**config.mk**
```make
export PLATFORM = sky130hd
export DESIGN_NAME = sm83_alu
export DESIGN_NICKNAME = d
export VERILOG_FILES = /design/src/hdl/sm83_alu_pkg.sv /design/src/hdl/alu_shifter.sv /design/src/hdl/alu_gp_terms.sv /design/src/hdl/alu_carry_lookahead.sv /design/src/hdl/alu_adder.sv /design/src/hdl/alu_flag_logic.sv /design/src/hdl/alu_flag_reg.sv /design/src/hdl/sm83_alu.sv
export SDC_FILE = /design/constraint.sdc
export NUM_CORES = 1
export LEC_CHECK = 0
export BUFFER_PORTS_ARGS = -buffer_cell sky130_fd_sc_hd__buf_2
export CORE_MARGIN = 1.5
export CORE_UTILIZATION = 30
export DETAILED_ROUTE_END_ITERATION = 7
export GPL_TIMING_DRIVEN = 0
export SLEW_MARGIN = 15
export SYNTH_ARGS = -nofsm -noshare
export SYNTH_HDL_FRONTEND = slang
export SYNTH_SLANG_ARGS = --single-unit
```
**constraint.sdc**
```tcl
create_clock -name clk -period 8.6 [get_ports clk]
set_input_delay 0.86 -clock clk [delete_from_list [all_inputs] [get_ports clk]]
set_output_delay 0.86 -clock clk [all_outputs]
set_load 0.05 [all_outputs]
```
**src/hdl/sm83_alu_pkg.sv**
```systemverilog
package sm83_alu_pkg;

	typedef enum logic [4:0] {
		ADD,			// A + B
		ADC,			// A + B + C
		SUB,			// A - B
		SBC,			// A - B - C
		CP,				// Compare, flags of A - B
		AND,
		OR,
		XOR,
		INC,			// A + 1
		DEC,			// A - 1
		RLC,			// Rotate left circular
		RRC,			// Rotate right circular
		RL,				// Rotate left through carry
		RR,				// Rotate right through carry
		SLA,			// Shift left, zero fill
		SRA,			// Shift right, sign kept
		SRL,			// Shift right, zero fill
		SWAP,			// Exchange nibbles of B
		BIT,			// Test bit of B
		SET,			// Set bit of A
		RES,			// Clear bit of A
		CPL,			// Complement A
		CCF,			// Flip carry
		SCF,			// Force carry
		NOP
	} alu_op_e;

	// Bit positions in the flags vector
	localparam int FLAG_Z = 3;
	localparam int FLAG_N = 2;
	localparam int FLAG_H = 1;
	localparam int FLAG_C = 0;

	typedef enum logic [1:0] {
		COND_NZ,		// Z clear
		COND_Z,			// Z set
		COND_NC,		// C clear
		COND_C			// C set
	} cond_e;

endpackage

```
**src/hdl/alu_shifter.sv**
```systemverilog
module alu_shifter (
	input  sm83_alu_pkg::alu_op_e op,
	input  logic [7:0]            operand_b,
	input  logic                  carry_flag,	// Registered C for RL/RR
	output logic [7:0]            perm,			// Permuted B, zero for non-shift ops
	output logic                  shift_out		// Bit leaving the byte
);
	import sm83_alu_pkg::*;

	logic sel_left;		// RLC, RL, SLA
	logic sel_right;	// RRC, RR, SRA, SRL
	logic sel_rlc;
	logic sel_rl;
	logic sel_rrc;
	logic sel_rr;
	logic sel_sra;
	logic sel_swap;

	assign sel_rlc   = (op == RLC);
	assign sel_rl    = (op == RL);
	assign sel_rrc   = (op == RRC);
	assign sel_rr    = (op == RR);
	assign sel_sra   = (op == SRA);
	assign sel_swap  = (op == SWAP);
	assign sel_left  = sel_rlc | sel_rl | (op == SLA);
	assign sel_right = sel_rrc | sel_rr | sel_sra | (op == SRL);

	// LSB comb, SLA leaves it zero
	assign perm[0] = (sel_rlc & operand_b[7]) | (sel_right & operand_b[1]) |
		(sel_swap & operand_b[4]) | (sel_rl & carry_flag);

	// Middle bits see only neighbour or swap partner
	for (genvar i = 1; i < 7; i++) begin : g_mid
		assign perm[i] = (sel_left & operand_b[i-1]) | (sel_right & operand_b[i+1]) |
			(sel_swap & operand_b[(i+4)%8]);
	end

	// MSB comb, SRL leaves it zero
	assign perm[7] = (sel_left & operand_b[6]) | (sel_rr & carry_flag) |
		(sel_sra & operand_b[7]) | (sel_rrc & operand_b[0]) | (sel_swap & operand_b[3]);

	assign shift_out = (sel_left & operand_b[7]) | (sel_right & operand_b[0]);	// SWAP gives 0

endmodule

```
**src/hdl/alu_gp_terms.sv**
```systemverilog
module alu_gp_terms (
	input  sm83_alu_pkg::alu_op_e op,
	input  logic [7:0]            opnd1,		// Prepared operand 1
	input  logic [7:0]            operand_b,
	input  logic [7:0]            perm,			// Shifter result
	input  logic                  b_cpl,		// Invert operand 2 for subtract
	output logic [7:0]            opnd2,
	output logic [7:0]            g,			// Generate terms
	output logic [7:0]            p,			// Propagate terms
	output logic [7:0]            x_term,
	output logic [7:0]            logic_res		// Bypass into the sum combine
);
	import sm83_alu_pkg::*;

	logic       sel_incdec;
	logic       sel_and;
	logic       sel_or;
	logic       sel_opnd1;	// SET, RES, CPL pass operand 1
	logic [7:0] b_src;

	assign sel_incdec = (op == INC) || (op == DEC);
	assign sel_and    = (op == AND);
	assign sel_or     = (op == OR);
	assign sel_opnd1  = (op == SET) || (op == RES) || (op == CPL);

	assign b_src = sel_incdec ? 8'h00 : operand_b;	// INC/DEC add 0 or 0xFF
	assign opnd2 = b_src ^ {8{b_cpl}};

	assign g      = opnd1 & opnd2;	// Doubles as the AND result
	assign p      = opnd1 | opnd2;	// Doubles as the OR result
	assign x_term = opnd1 ^ opnd2;

	// Only one source is nonzero per op
	assign logic_res = ({8{sel_and}} & g) | ({8{sel_or}} & p) |
		({8{sel_opnd1}} & opnd1) | perm;

endmodule

```
**src/hdl/alu_carry_lookahead.sv**
```systemverilog
module alu_carry_lookahead (
	input  logic [3:0] g,
	input  logic [3:0] p,
	input  logic       cin,
	output logic [3:0] carry	// Carries out of bits 0..3
);

	// Each carry is a flat sum of products, no ripple between terms
	assign carry[0] = g[0] | (p[0] & cin);

	assign carry[1] = g[1] | (p[1] & g[0]) | (p[1] & p[0] & cin);

	assign carry[2] = g[2] | (p[2] & g[1]) | (p[2] & p[1] & g[0]) |
		(p[2] & p[1] & p[0] & cin);

	assign carry[3] = g[3] | (p[3] & g[2]) | (p[3] & p[2] & g[1]) |
		(p[3] & p[2] & p[1] & g[0]) |
		(p[3] & p[2] & p[1] & p[0] & cin);	// Nibble carry

endmodule

```
**src/hdl/alu_adder.sv**
```systemverilog
module alu_adder (
	input  sm83_alu_pkg::alu_op_e op,
	input  logic [7:0]            g,
	input  logic [7:0]            p,
	input  logic [7:0]            x_term,
	input  logic [7:0]            logic_res,
	input  logic                  carry_in,
	output logic [7:0]            res,
	output logic                  half_carry,	// Raw carry out of bit 3
	output logic                  carry_out		// Borrow for subtract ops
);
	import sm83_alu_pkg::*;

	logic       sel_sum;	// Arithmetic ops
	logic       sel_xor;
	logic       sel_sub;	// Ops with inverted operand 2
	logic [3:0] carry_lo;
	logic [3:0] carry_hi;
	logic [7:0] carry_vec;	// Carry into each bit
	logic [7:0] half_sum;
	logic [7:0] sum;

	assign sel_sum = (op == ADD) || (op == ADC) || (op == SUB) || (op == SBC) ||
		(op == CP) || (op == INC) || (op == DEC);
	assign sel_xor = (op == XOR);
	assign sel_sub = (op == SUB) || (op == SBC) || (op == CP) || (op == DEC);

	alu_carry_lookahead u_cla_lo (.g(g[3:0]), .p(p[3:0]), .cin(carry_in), .carry(carry_lo));
	alu_carry_lookahead u_cla_hi (.g(g[7:4]), .p(p[7:4]), .cin(carry_lo[3]), .carry(carry_hi));

	assign carry_vec = {carry_hi[2:0], carry_lo, carry_in};
	assign half_sum  = p & ~g;				// Propagate without generate
	assign sum       = half_sum ^ carry_vec;

	assign res = ({8{sel_sum}} & sum) | ({8{sel_xor}} & x_term) | logic_res;

	assign half_carry = carry_lo[3];
	assign carry_out  = sel_sum & (carry_hi[3] ^ sel_sub);	// Quiet outside arithmetic

endmodule

```
**src/hdl/alu_flag_logic.sv**
```systemverilog
module alu_flag_logic (
	input  sm83_alu_pkg::alu_op_e op,
	input  logic [7:0]            operand_a,
	input  logic [2:0]            bit_sel,
	input  sm83_alu_pkg::cond_e   cond,
	input  logic                  cc_check,
	input  logic [3:0]            flags,		// Registered Z/N/H/C
	input  logic [7:0]            res,
	input  logic [7:0]            opnd2,
	input  logic                  half_carry,
	input  logic                  carry_out,
	input  logic                  shift_out,
	output logic [7:0]            opnd1,
	output logic                  carry_in,
	output logic                  b_cpl,
	output logic [3:0]            flags_next,
	output logic [3:0]            flags_load,	// Per-flag write mask
	output logic                  cond_taken
);
	import sm83_alu_pkg::*;

	logic       sel_add_cls;	// ADD, ADC, INC
	logic       sel_sub_cls;	// SUB, SBC, CP, DEC
	logic       sel_bit;
	logic       sel_cpl;
	logic       no_load;		// SET, RES, NOP
	logic [7:0] bit_mask;
	logic       c_next;
	logic       cond_hit;

	assign sel_add_cls = (op == ADD) || (op == ADC) || (op == INC);
	assign sel_sub_cls = (op == SUB) || (op == SBC) || (op == CP) || (op == DEC);
	assign sel_bit     = (op == BIT);
	assign sel_cpl     = (op == CPL);
	assign no_load     = (op == SET) || (op == RES) || (op == NOP);
	assign bit_mask    = 8'h01 << bit_sel;

	always_comb begin
		case (op)
			SET:     opnd1 = operand_a | bit_mask;
			RES:     opnd1 = operand_a & ~bit_mask;
			CPL:     opnd1 = ~operand_a;
			ADD, ADC, SUB, SBC, CP, AND, OR, XOR, INC, DEC: opnd1 = operand_a;
			default: opnd1 = 8'h00;		// Shifts, BIT and flag ops use B only
		endcase
	end

	always_comb begin
		case (op)
			SUB, CP, INC: carry_in = 1'b1;			// Two's complement +1
			ADC:          carry_in = flags[FLAG_C];
			SBC:          carry_in = ~flags[FLAG_C];	// Borrow in as inverted carry
			default:      carry_in = 1'b0;
		endcase
	end

	assign b_cpl = sel_sub_cls;

	// BIT tests operand 2, which is plain B here
	assign flags_next[FLAG_Z] = sel_bit ? ~opnd2[bit_sel] : (res == 8'h00);
	assign flags_next[FLAG_N] = sel_sub_cls | sel_cpl;
	assign flags_next[FLAG_H] = (sel_add_cls & half_carry) | (sel_sub_cls & ~half_carry) |
		(op == AND) | sel_bit | sel_cpl;

	always_comb begin
		case (op)
			ADD, ADC, SUB, SBC, CP:                  c_next = carry_out;
			RLC, RRC, RL, RR, SLA, SRA, SRL, SWAP:   c_next = shift_out;
			CCF:                                     c_next = ~flags[FLAG_C];
			SCF:                                     c_next = 1'b1;
			default:                                 c_next = 1'b0;	// AND, OR, XOR
		endcase
	end

	assign flags_next[FLAG_C] = c_next;

	assign flags_load[FLAG_Z] = ~no_load & ~((op == CCF) || (op == SCF) || sel_cpl);
	assign flags_load[FLAG_N] = ~no_load;
	assign flags_load[FLAG_H] = ~no_load;
	assign flags_load[FLAG_C] = ~no_load & ~((op == INC) || (op == DEC) || sel_bit || sel_cpl);

	always_comb begin
		case (cond)
			COND_NZ: cond_hit = ~flags[FLAG_Z];
			COND_Z:  cond_hit = flags[FLAG_Z];
			COND_NC: cond_hit = ~flags[FLAG_C];
			default: cond_hit = flags[FLAG_C];	// COND_C
		endcase
	end

	assign cond_taken = cc_check & cond_hit;	// Only for conditional instructions

endmodule

```
**src/hdl/alu_flag_reg.sv**
```systemverilog
module alu_flag_reg (
	input  logic       clk,
	input  logic       arst_n,
	input  logic       flag_we,		// Single-cycle write strobe
	input  logic [3:0] flags_load,
	input  logic [3:0] flags_next,
	output logic [3:0] flags
);
	import sm83_alu_pkg::*;

	always_ff @(posedge clk or negedge arst_n) begin
		if (!arst_n) begin
			flags <= 4'h0;
		end else if (flag_we) begin
			if (flags_load[FLAG_Z]) begin
				flags[FLAG_Z] <= flags_next[FLAG_Z];
			end
			if (flags_load[FLAG_N]) begin
				flags[FLAG_N] <= flags_next[FLAG_N];
			end
			if (flags_load[FLAG_H]) begin
				flags[FLAG_H] <= flags_next[FLAG_H];
			end
			if (flags_load[FLAG_C]) begin
				flags[FLAG_C] <= flags_next[FLAG_C];	// Kept for INC/DEC/BIT/CPL
			end
		end
	end

endmodule

```
**src/hdl/sm83_alu.sv**
```systemverilog
module sm83_alu (
	input  logic                  clk,
	input  logic                  arst_n,
	input  sm83_alu_pkg::alu_op_e op,
	input  logic [7:0]            operand_a,	// Operand 1, target of SET/RES/CPL
	input  logic [7:0]            operand_b,	// Operand 2, source of shifts and BIT
	input  logic [2:0]            bit_sel,
	input  sm83_alu_pkg::cond_e   cond,
	input  logic                  cc_check,
	input  logic                  flag_we,
	output logic [7:0]            res,
	output logic                  carry_out,
	output logic [3:0]            flags,
	output logic                  cond_taken
);
	import sm83_alu_pkg::*;

	logic [7:0] perm;
	logic       shift_out;
	logic [7:0] opnd1;
	logic       carry_in;
	logic       b_cpl;
	logic [7:0] opnd2;
	logic [7:0] g;
	logic [7:0] p;
	logic [7:0] x_term;
	logic [7:0] logic_res;
	logic       half_carry;
	logic [3:0] flags_next;
	logic [3:0] flags_load;

	alu_shifter u_shifter (
		.op(op), .operand_b(operand_b), .carry_flag(flags[FLAG_C]),
		.perm(perm), .shift_out(shift_out)
	);

	alu_flag_logic u_flag_logic (
		.op(op), .operand_a(operand_a), .bit_sel(bit_sel), .cond(cond),
		.cc_check(cc_check), .flags(flags), .res(res), .opnd2(opnd2),
		.half_carry(half_carry), .carry_out(carry_out), .shift_out(shift_out),
		.opnd1(opnd1), .carry_in(carry_in), .b_cpl(b_cpl),
		.flags_next(flags_next), .flags_load(flags_load), .cond_taken(cond_taken)
	);

	alu_gp_terms u_gp_terms (
		.op(op), .opnd1(opnd1), .operand_b(operand_b), .perm(perm), .b_cpl(b_cpl),
		.opnd2(opnd2), .g(g), .p(p), .x_term(x_term), .logic_res(logic_res)
	);

	alu_adder u_adder (
		.op(op), .g(g), .p(p), .x_term(x_term), .logic_res(logic_res),
		.carry_in(carry_in), .res(res), .half_carry(half_carry), .carry_out(carry_out)
	);

	alu_flag_reg u_flag_reg (
		.clk(clk), .arst_n(arst_n), .flag_we(flag_we), .flags_load(flags_load),
		.flags_next(flags_next), .flags(flags)
	);

endmodule

```
# Yosys cells after proc, flatten, opt, wreduce, memory -nomap -nowiden
# Index checks and enable logic that the tools add are counted.
# classes
magnitude_cmp,1
eq_ne,26
shift,1
mux,8
n_bitwise,146
n_reduce_logical,28
# op_table
op,n
$and A1 B1 Y1,67
$and A8 B8 Y8,8
$or A8 B8 Y8,7
$or A1 B1 Y1,50
$eq A5 B5 Y1 const B,9
$eq A5 B4 Y1 const B,8
$pmux W8 S4,1
$not A8 Y8,3
$xor A8 B8 Y8,3
$eq A5 B3 Y1 const B,4
$logic_or A1 B1 Y1,18
$eq A5 B2 Y1 const B,2
$reduce_or A10 Y1,1
$logic_not A8 Y1,1
$mux W8,1
$reduce_or A8 Y1,1
$shl A1 B3 Y8 const A,1
$not A1 Y1,7
$pmux W1 S3,2
$reduce_and A2 Y1,3
$eq A5 B1 Y1 const B,1
$logic_not A5 Y1,1
$reduce_or A5 Y1,1
$lt A3 B4 Y1 const B,1
other kinds (8),9
# word_totals
regBits,4
in_bits,30
out_inout_bits,14
word_cells,213

# Longest topological paths before layout
# Gate-level depths: netlist (run 1).
# depth
depth_word,19
ltp_mapped,19
ltp_nobuf,17

# By module
# From an unflattened synthesis (run 1), not the netlist that was laid out.
# hier_totals
hier_cells,308
hier_area_um2,2489.9
# by_module_without_submodules
module,instances,cells_per_inst,area_each_um2
alu_flag_logic,1,122,838.3
alu_gp_terms,1,95,830.8
alu_adder,1,38,292.8
alu_shifter,1,31,275.3
alu_flag_reg,1,12,175.2
alu_carry_lookahead,2,5,38.8

# Worst setup path after synthesis (run 1)
# OpenSTA, ideal clock, no wires.
# synth_timing
path_kind,input-to-reg
from,input port op[3]
to,register u_flag_reg.flags[3]
arrival_time_ns,4.955
setup_slack_ns,3.545
cell_stages,16
cell_sequence,buf_2 -> or4b_2 -> clkbuf_1 -> nor2_1 -> a21oi_1 -> o221a_2 -> ha_1 -> nor3_1 -> a211o_1 -> a21oi_1 -> fa_1 -> nor2_1 -> or4_4 -> or3_1 -> or4_1 -> o31ai_2
# synth_via
word_cells_on_any_way,163
classes_between,24 x eq/ne; 6 x mux; 113 x bitwise; 20 x reduce/logical
# synth_rtl
item,line,text
"start, declared",sm83_alu.sv:4,"input sm83_alu_pkg::alu_op_e op,"
branches (longest 14 deep; another with $reduce_or A10 Y1),n/a,
$or A8 B8 Y8 (*),alu_adder.sv:35,assign res = ({8{sel_sum}} & sum) | ({8{sel_xor}} & x_term) | logic_res;
net res[4],sm83_alu.sv:11,"output logic [7:0] res,"
$logic_not A8 Y1 (*),alu_flag_logic.sv:60,assign flags_next[FLAG_Z] = sel_bit ? ~opnd2[bit_sel] : (res == 8'h00);
$mux W1 (*),alu_flag_logic.sv:60,
"end signal, assigned by index",alu_flag_reg.sv:16,flags[FLAG_Z] <= flags_next[FLAG_Z];
"end signal, assigned by index",alu_flag_reg.sv:19,flags[FLAG_N] <= flags_next[FLAG_N];
"end signal, assigned by index",alu_flag_reg.sv:22,flags[FLAG_H] <= flags_next[FLAG_H];
"end, declared",alu_flag_reg.sv:7,output logic [3:0] flags
# Mark *: on every way through the listed nets, which the timed path passes. The select of a mux whose other input is x is not followed.
# A chain may end at the register's enable or synchronous reset.

# Final worst setup path (run 1)
# layout_timing
from,input port op[3]
to,output port res[4]
# layout_via
elab_chain_len,15
word_cells_on_any_way,76
classes_between,20 x eq/ne; 3 x mux; 38 x bitwise; 15 x reduce/logical
# layout_lines
item,line
branches (longest 14 deep; another with $reduce_or A10 Y1),n/a
$or A8 B8 Y8 (*),alu_adder.sv:35
"end, declared",sm83_alu.sv:11
# Every way passes the cells marked *.

==> flow_summary.toml, run 1 <==
[synth]
syn-num-nets = 396
synthMuxAreaShare_pct = 11.7
async_flop_share_pct = 100
ys_top_cells_by_count = "31 x nor2_1, 30 x a21oi_1, 27 x o21ai_0"
syn_area_um2 = 2390
synth_top_family_by_area = "compound AO/OA/AOI/OAI gates"
ys_seq_elements = 4
synth-compound-area-share_pct = 34.2
synth_xor_xnor_area_share_pct = 2.56
synth_top_cells_by_area = "ha_1 8.4%, a21oi_1 6.3%, o21ai_0 5.6%"
yosysTopAreaCell = "ha_1"
netlist_instances = 348
synth_ff_type = "dfrtp_1"
synth.most_common_cell = "nor2_1"
yosysSeqAreaShare_pct = 4.18
avgSynthCellArea_um2 = 6.87
synth_cell_type_count = 63
yosysWarnings = 0
synth_top_area_share_pct = 8.37
synthSimpleGateAreaFrac_pct = 28.0
synth_fa_ha_area_share_pct = 10.0
synth_edf_count = 0

[cells_and_area]
multi_input_area_um2 = 2070
nets = 441
final_util_pct = 35.7
drive_above_1_share_pct = 21.5
reg_top3 = "u_flag_reg.flags: 4 flops"
diodes = 0
regArea_um2 = 100
largest_reg_flops = 4
fillers = 862
syn_to_final_growth_pct = 15.4
top_register = "u_flag_reg.flags"
final_area_um2 = 2760

[pwr]
p_per_area_nw_per_um2 = 98.0
p_leak_nw = 1.21
vdd_ir_drop_max_v = 0.0000326

[cts]
clk_path_buf_depth = 2
clock_latency_ps = 210
cts_hold_buf = 0
cts_resized = 0
cts_setup_buffers = 0
clock_sinks = 4
h-tree-depth = 1
root_buffer = "clkbuf_8"
cts_tree = "done"
clk_pin_slew_ps = 30
cts_buffers = 3

[timing]
slew_viol_final = 0
slew_headroom_pct = 35.1
fin_skew_ps = 1.94
finalCriticalPeriod_ps = 5740
setup_tns_ps = 0
setup_violations = 0
fmax_mhz = 174
finalCritPeriodShare_pct = 66.8
worst_pin_slew_ps = 966
rsz0062_at_grt = "no"
hold_viol_final = 0
fin_hold_ws_ps = 440

[critical_path]
arrival_ps = 4880
startpoint_type = "input port"
critPathKind = "input port to output port"
crit_required_ps = 7740
path_max_fanout = 10
cp_num_buf_inv = 6
crit_family = "compound AO/OA/AOI/OAI gates"
slowest_stage = "or4_4"
cp_slowest_stage_delay_ps = 510
crit_path_cell_trace = "buf_2 > buf_2 > buf_2 > clkbuf_1 > a21oi_1 > a21oi_1 > inv_1 > ha_1 > a21oi_1 > nor2_1 > a211o_1 > a21oi_1 > fa_1 > nor2_1 > or4_4 > buf_2"
cp-end-kind = "output port"

[route]
drt-total-wl_um = 8810
post-route-drc-count = 0
wl_per_cell_um = 17.9
vias = 2894
drtIter0Drc = 330
first_pass_iters = 5
vias_per_cell = 5.87
antenna_left = 0

[global_routing]
grt_pass1_vias = 2687
grtUsageMet2_pct = 32.4
grt_overflow = 0
grt-busiest-layer = "met1"
use_met1_pct = 32.5
grt_max_degree = 11
met3_usage_pct = 1.56
grt_util_all_layers_pct = 21.2
antenna_found_initial = 0
grt_first_pass_wirelength_um = 14600

[placement]
dpl-instance-area_um2 = 2720
port_buffers = 40
place.gp.congestion = 0.993
hpwl_um = 6830

[die]
start_util_pct = 31.0
rows = 32
die_x_um = 92.3
core-area_um2 = 7730
die_y_um = 92.3
io_pins = 44
fp.dieArea_um2 = 8520

[status]
status = "complete, no violations"

[hold_path]
min_path_type = "input port to asynchronous set/reset pin"

[flow_run]
drv_cap = 0
## path summary, 6_finish.rpt
path	startpoint	to	slack (ps)	cells after the start
setup reg to reg	u_flag_reg.flags[0]$_DFFE_PN0P_	u_flag_reg.flags[3]$_DFFE_PN0P_	4430	12
hold / removal	arst_n	u_flag_reg.flags[2]$_DFFE_PN0P_	440	1
min in group clk	u_flag_reg.flags[2]$_DFFE_PN0P_	u_flag_reg.flags[2]$_DFFE_PN0P_	550	2
setup / recovery	op[3]	res[4]	2860	16
hold reg to reg	u_flag_reg.flags[2]$_DFFE_PN0P_	u_flag_reg.flags[2]$_DFFE_PN0P_	550	2
max in group asynchronous	arst_n	u_flag_reg.flags[3]$_DFFE_PN0P_	8040	1
## metrics by stage
step                setup WS, ps  power [mW]  std cells
detailed placement          2840       0.228        490
floorplan                   3550       0.174        348
global placement            2850       0.226        490
finish                      2860       0.270        493
global route                2580       0.293        493
CTS                         2880       0.269        493
## power breakdown
part / internal [mW] / switching [mW] / leakage [nW]
Combinational: 0.0732 / 0.134 / 1.14
Sequential: 0.0215 / 0.00301 / 0.0515
Clock: 0.0298 / 0.00904 / 0.0216
Total: 0.124 / 0.146 / 1.21
## routing by layer
layer / wire, um / up-vias
met5: 0 / -
met4: 100 / 0
met3: 814 / 10
met2: 3780 / 164
met1: 4110 / 1342
li1: - / 1378
## kinds of logic (layout without fill, tap and decap cells)
family | count (synthesis) | in the layout
AND/OR/NAND/NOR | 123 | 123
AO/OA/AOI/OAI | 120 | 120
multiplexers | 24 | 24
XOR/XNOR | 7 | 7
flip-flops | 4 | 4
buffers and inverters | 52 | 95
adder cells (fa/ha/maj) | 18 | 18
## final cells by class
class / instances / area share, %
Clock buffer: 3 / 1.50
Timing Repair Buffer: 40 / 7.25
Buffer: 26 / 4.53
Tap cell: 102 / 4.62
Inverter: 26 / 3.53
Sequential cell: 4 / 3.62
Multi-Input combinational cell: 292 / 74.9
## layout by cell type, fill, tap and decap left out, drive strengths merged, types with 5 or more instances in the layout
master  Yosys  layout
buf        15      55
nor2       32      32
a21oi      30      30
o21ai      28      28
inv        26      26
nand2      25      25
ha         16      16
clkbuf     11      14
mux2i      13      13
o22ai      10      10
mux2        9       9
nand2b      8       8
o221a       8       8
a22oi       7       7
nand3b      7       7
nor3        6       6
nor2b       6       6
a211o       6       6
nand3       5       5
xnor2       5       5
nor3b       5       5
Power figures use the tool's default switching activity.
==> inputs of run 2 (changes only) <==
==> constraint.sdc (replaced) <==
create_clock -name clk -period 5.19 [get_ports clk]
set_input_delay 0.519 -clock clk [delete_from_list [all_inputs] [get_ports clk]]
set_output_delay 0.519 -clock clk [all_outputs]
set_load 0.05 [all_outputs]
==> flow_summary.toml, run 2 (synthesized netlist as in run 1, its figures left out) <==
[timing]
fin_ws_ps = 263
finalCritPeriodShare_pct = 94.9
fmax_mhz = 203
hold_viol_final = 0
setup_violations = 0
fin_skew_ps = 1.94
worst_pin_slew_ps = 981
slew_headroom_pct = 34.1
setup_tns_ps = 0
fin_hold_ws_ps = 99.0
finalCriticalPeriod_ps = 4930
slew_viol_final = 0
rsz0062_at_grt = "no"

[pwr]
post-layout-total-power_uw = 451
p_per_area_nw_per_um2 = 162
p_leak_nw = 1.22
vdd_ir_drop_max_v = 0.0000541

[cells_and_area]
largest_reg_flops = 4
layout_common_cells = "47 x buf_2, 30 x nor2_1, 28 x a21oi_1, 27 x o21ai_0, 26 x inv_1"
nets = 440
diodes = 0
drive_above_1_share_pct = 23.8
top_register = "u_flag_reg.flags"
final_util_pct = 36.0
final_area_um2 = 2780
syn_to_final_growth_pct = 16.3
final_cells = 492
reg_top3 = "u_flag_reg.flags: 4 flops"
final_common_cell = "buf_2"

[critical_path]
crit_required_ps = 5310
arrival_ps = 5050
slowest_stage = "fa_1"
crit_path_cell_trace = "buf_2 > buf_2 > nor2b_1 > nand3_2 > o22ai_1 > a21oi_1 > inv_1 > ha_1 > a21oi_1 > nor2_1 > a211o_1 > a21oi_2 > fa_1 > nor2_1 > or4_4 > or3_1 > or4_1 > o31ai_2"
crit_family = "simple AND/OR/NAND/NOR gates"
cp_num_buf_inv = 3
regToRegSetupSlack_ps = 1050
cp-end-kind = "register"
path_max_fanout = 10
cp_slowest_stage_delay_ps = 560
critPathKind = "input port to register"
startpoint_type = "input port"

[placement]
dpl-instance-area_um2 = 2720
dpl_worst_slack_ps = -226
place.gp.congestion = 0.993
port_buffers = 40
place_inst = 490
hpwl_um = 6830

[cts]
h-tree-depth = 1
cts_setup_buffers = 0
clk_path_buf_depth = 2
clk_pin_slew_ps = 30
clock_latency_ps = 210
root_buffer = "clkbuf_8"
cts_tree = "done"
cts_buffers = 3
cts_hold_buf = 0
clock_sinks = 4

[global_routing]
antenna_found_initial = 0
grt_first_pass_wirelength_um = 14600
grt_util_all_layers_pct = 21.2
grt_overflow = 0
grt_max_degree = 11
grt_pass1_vias = 2693

[die]
core-area_um2 = 7730
fp.dieArea_um2 = 8520
die_x_um = 92.3
start_util_pct = 31.0
die_y_um = 92.3
rows = 32
io_pins = 44

[hold_path]
min_path_type = "input port to asynchronous set/reset pin"

[route]
wl_per_cell_um = 18.0
drtIter0Drc = 352
drt-total-wl_um = 8880
vias = 2927
first_pass_iters = 5
antenna_left = 0
vias_per_cell = 5.95
post-route-drc-count = 0

[flow_run]
drv_cap = 0

[status]
status = "complete, no violations"
-- run 2: cell count changes in the layout (fill, tap and decap cells not counted), moves of 2 or more --
cell | before | now
a21oi_1 | 30 | 28
a21oi_2 | 0 | 2
clkbuf_1 | 11 | 8
clkbuf_2 | 0 | 3
-- run 2: repair_timing --
item,in CTS,in global routing
cloned,0,0
endpoints found under the setup margin,1,2
resized for setup,1,10
-- run 2: metal layers --
layer,up-vias,wire length [um],GRT usage (%),part of all wire (%)
met5,-,0,0,0
met4,0,76,3.72,0.86
met3,8,785,1.56,8.8
met2,185,3820,32.5,43
met1,1359,4190,32.5,47
li1,1375,-,-,-
-- run 2: path summary, 6_finish.rpt --
check                                                 from                               to  cells after the start
max                                                  op[0]  u_flag_reg.flags[3]$_DFFE_PN0P_                     18
min reg2reg                u_flag_reg.flags[2]$_DFFE_PN0P_  u_flag_reg.flags[2]$_DFFE_PN0P_                      2
max reg2reg                u_flag_reg.flags[0]$_DFFE_PN0P_  u_flag_reg.flags[3]$_DFFE_PN0P_                     12
min                                                 arst_n  u_flag_reg.flags[1]$_DFFE_PN0P_                      1
min in group clk           u_flag_reg.flags[2]$_DFFE_PN0P_  u_flag_reg.flags[2]$_DFFE_PN0P_                      2
max in group asynchronous                           arst_n  u_flag_reg.flags[3]$_DFFE_PN0P_                      1
-- run 2: layout make-up --
class	instances	area, um^2
Buffer	25	125
Sequential cell	4	100
Tap cell	102	128
Timing Repair Buffer	40	200
Multi-Input combinational cell	292	2090
Fill cell	854	4940
Inverter	26	97.6
Clock buffer	3	41.3
-- run 2: worst register-to-register path, cell delays in order, from the launching register on --
cell	delay, ps
dfrtp_1	500
or2b_1	280
a2111oi_0	420
nor2_1	170
inv_1	140
a211o_1	250
a21oi_2	150
fa_1	560
nor2_1	50
or4_4	510
or3_1	350
or4_1	480
o31ai_2	200
-- run 2: power breakdown --
| part | internal [mW] | switching (mW) |
|---|---|---|
| registers | 0.0357 | 0.00524 |
| logic | 0.122 | 0.224 |
| clock network | 0.0493 | 0.0150 |
==> inputs of run 3 (changes only) <==
--- a/config.mk
+++ b/config.mk
@@ -10,6 +10,7 @@
 export CORE_UTILIZATION = 30
 export DETAILED_ROUTE_END_ITERATION = 7
 export GPL_TIMING_DRIVEN = 0
+export PLACE_DENSITY_LB_ADDON = 0.12
 export SLEW_MARGIN = 15
 export SYNTH_ARGS = -nofsm -noshare
 export SYNTH_HDL_FRONTEND = slang
==> flow_summary.toml, run 3 (synthesized netlist as in run 1, its figures left out) <==
[cts]
clk_path_buf_depth = 2
cts_tree = "done"
cts_setup_buffers = 0
clock_latency_ps = 220
cts_hold_buf = 0
root_buffer = "clkbuf_8"
clk_pin_slew_ps = 30
cts_buffers = 3
clock_sinks = 4
h-tree-depth = 1

[timing]
slew_headroom_pct = 33.3
fmax_mhz = 201
fin_ws_ps = 219
finalCritPeriodShare_pct = 95.8
setup_tns_ps = 0
fin_hold_ws_ps = 98.0
finalCriticalPeriod_ps = 4970
setup_violations = 0
fin_skew_ps = 1.52
worst_pin_slew_ps = 992
slew_viol_final = 0
hold_viol_final = 0

[cells_and_area]
diodes = 0
fillers = 887
largest_reg_flops = 4
nets = 441
syn_to_final_growth_pct = 16.4
final_common_cell = "buf_2"
top_register = "u_flag_reg.flags"
reg_top3 = "u_flag_reg.flags: 4 flops"
drive_above_1_share_pct = 23.5
layout_common_cells = "47 x buf_2, 30 x nor2_1, 28 x a21oi_1, 27 x o21ai_0, 26 x inv_1"

[critical_path]
startpoint_type = "input port"
cp-end-kind = "register"
crit_required_ps = 5310
arrival_ps = 5100
path_max_fanout = 10
critPathKind = "input port to register"

[pwr]
post-layout-total-power_uw = 453
p_leak_nw = 1.22
vdd_ir_drop_max_v = 0.0000667
p_per_area_nw_per_um2 = 163

[die]
io_pins = 44
rows = 32
core-area_um2 = 7730
die_y_um = 92.3
start_util_pct = 31.0
die_x_um = 92.3
fp.dieArea_um2 = 8520

[route]
first_pass_iters = 8
drtIter0Drc = 313
drt-total-wl_um = 9350
vias = 2902
vias_per_cell = 5.89
wl_per_cell_um = 19.0
antenna_left = 0
post-route-drc-count = 0

[flow_run]
drv_cap = 0

[placement]
place.gp.congestion = 0.872
port_buffers = 40
dpl_worst_slack_ps = -275
hpwl_um = 7200

[global_routing]
grt_pass1_vias = 2734
grt_first_pass_wirelength_um = 14700
grt_util_all_layers_pct = 22.1
grt_max_degree = 11
grt_overflow = 0
antenna_found_initial = 0

[hold_path]
min_path_type = "input port to asynchronous set/reset pin"

[status]
status = "complete, no violations"
-- run 3: changes by cell type in the layout (fill, tap and decap cells not counted) --
cell      previous run  this run
buf_1                4         5
clkbuf_1             8         9
clkbuf_2             3         2
-- run 3: critical path: stages --
cell     delay (ps)
buf_2           110
buf_2           220
buf_2           260
buf_1           410
a21oi_2         190
a21oi_1         340
inv_1           120
ha_1            230
a21oi_1         150
nor2_1           50
a211o_1         350
a21oi_2         340
fa_1            220
nor2_1           40
or4_4           510
or3_1           340
or4_1           480
o31ai_2         200
-- run 3: path summary, 6_finish.rpt --
path | slack, ps | from | cells past startpoint | endpoint
hold reg to reg | 540 | u_flag_reg.flags[2]$_DFFE_PN0P_ | 2 | u_flag_reg.flags[2]$_DFFE_PN0P_
setup reg to reg | 1150 | u_flag_reg.flags[0]$_DFFE_PN0P_ | 12 | u_flag_reg.flags[3]$_DFFE_PN0P_
min in group clk | 540 | u_flag_reg.flags[2]$_DFFE_PN0P_ | 2 | u_flag_reg.flags[2]$_DFFE_PN0P_
setup / recovery | 220 | op[4] | 18 | u_flag_reg.flags[3]$_DFFE_PN0P_
max in group asynchronous | 4980 | arst_n | 1 | u_flag_reg.flags[1]$_DFFE_PN0P_
hold / removal | 100 | arst_n | 1 | u_flag_reg.flags[0]$_DFFE_PN0P_
-- run 3: metrics by stage --
stage	utilization (%)	area, um^2	std cells
floorplan	-	2390	348
global placement	35.2	2720	490
detailed placement	35.2	2720	490
CTS	35.8	2770	493
global route	36.0	2790	493
finish	36.0	2790	493
-- run 3: final cells by class --
class                   instances  area (um^2)  share of cell area [%]
well taps                     102          128                    4.58
clock buffers                   3         41.3                    1.48
repair buffers                 40          200                    7.19
plain buffers                  26          128                    4.58
multi-input cells             292         2090                    75.1
flip-flops and latches          4          100                    3.59
inverters                      26         97.6                    3.50
-- run 3: timing repair --
item,4_1_cts,5_1_grt
pin swaps,0,0
gates resized for setup,1,9
setup endpoints to repair,1,2
-- run 3: where the power goes --
group / internal [mW] / total [mW] / switching, mW
Combinational: 0.122 / 0.347 / 0.225
Sequential: 0.0357 / 0.0410 / 0.00530
Clock: 0.0494 / 0.0649 / 0.0155
Total: 0.207 / 0.453 / 0.246
-- run 3: per-layer routing --
metal,up-vias,share of wire (%),GRT usage (%)
met3,16,6.7,1.64
met4,0,1.7,5.90
li1,1377,-,-
met1,1366,47,31.3
met2,143,45,35.8
met5,-,0,0
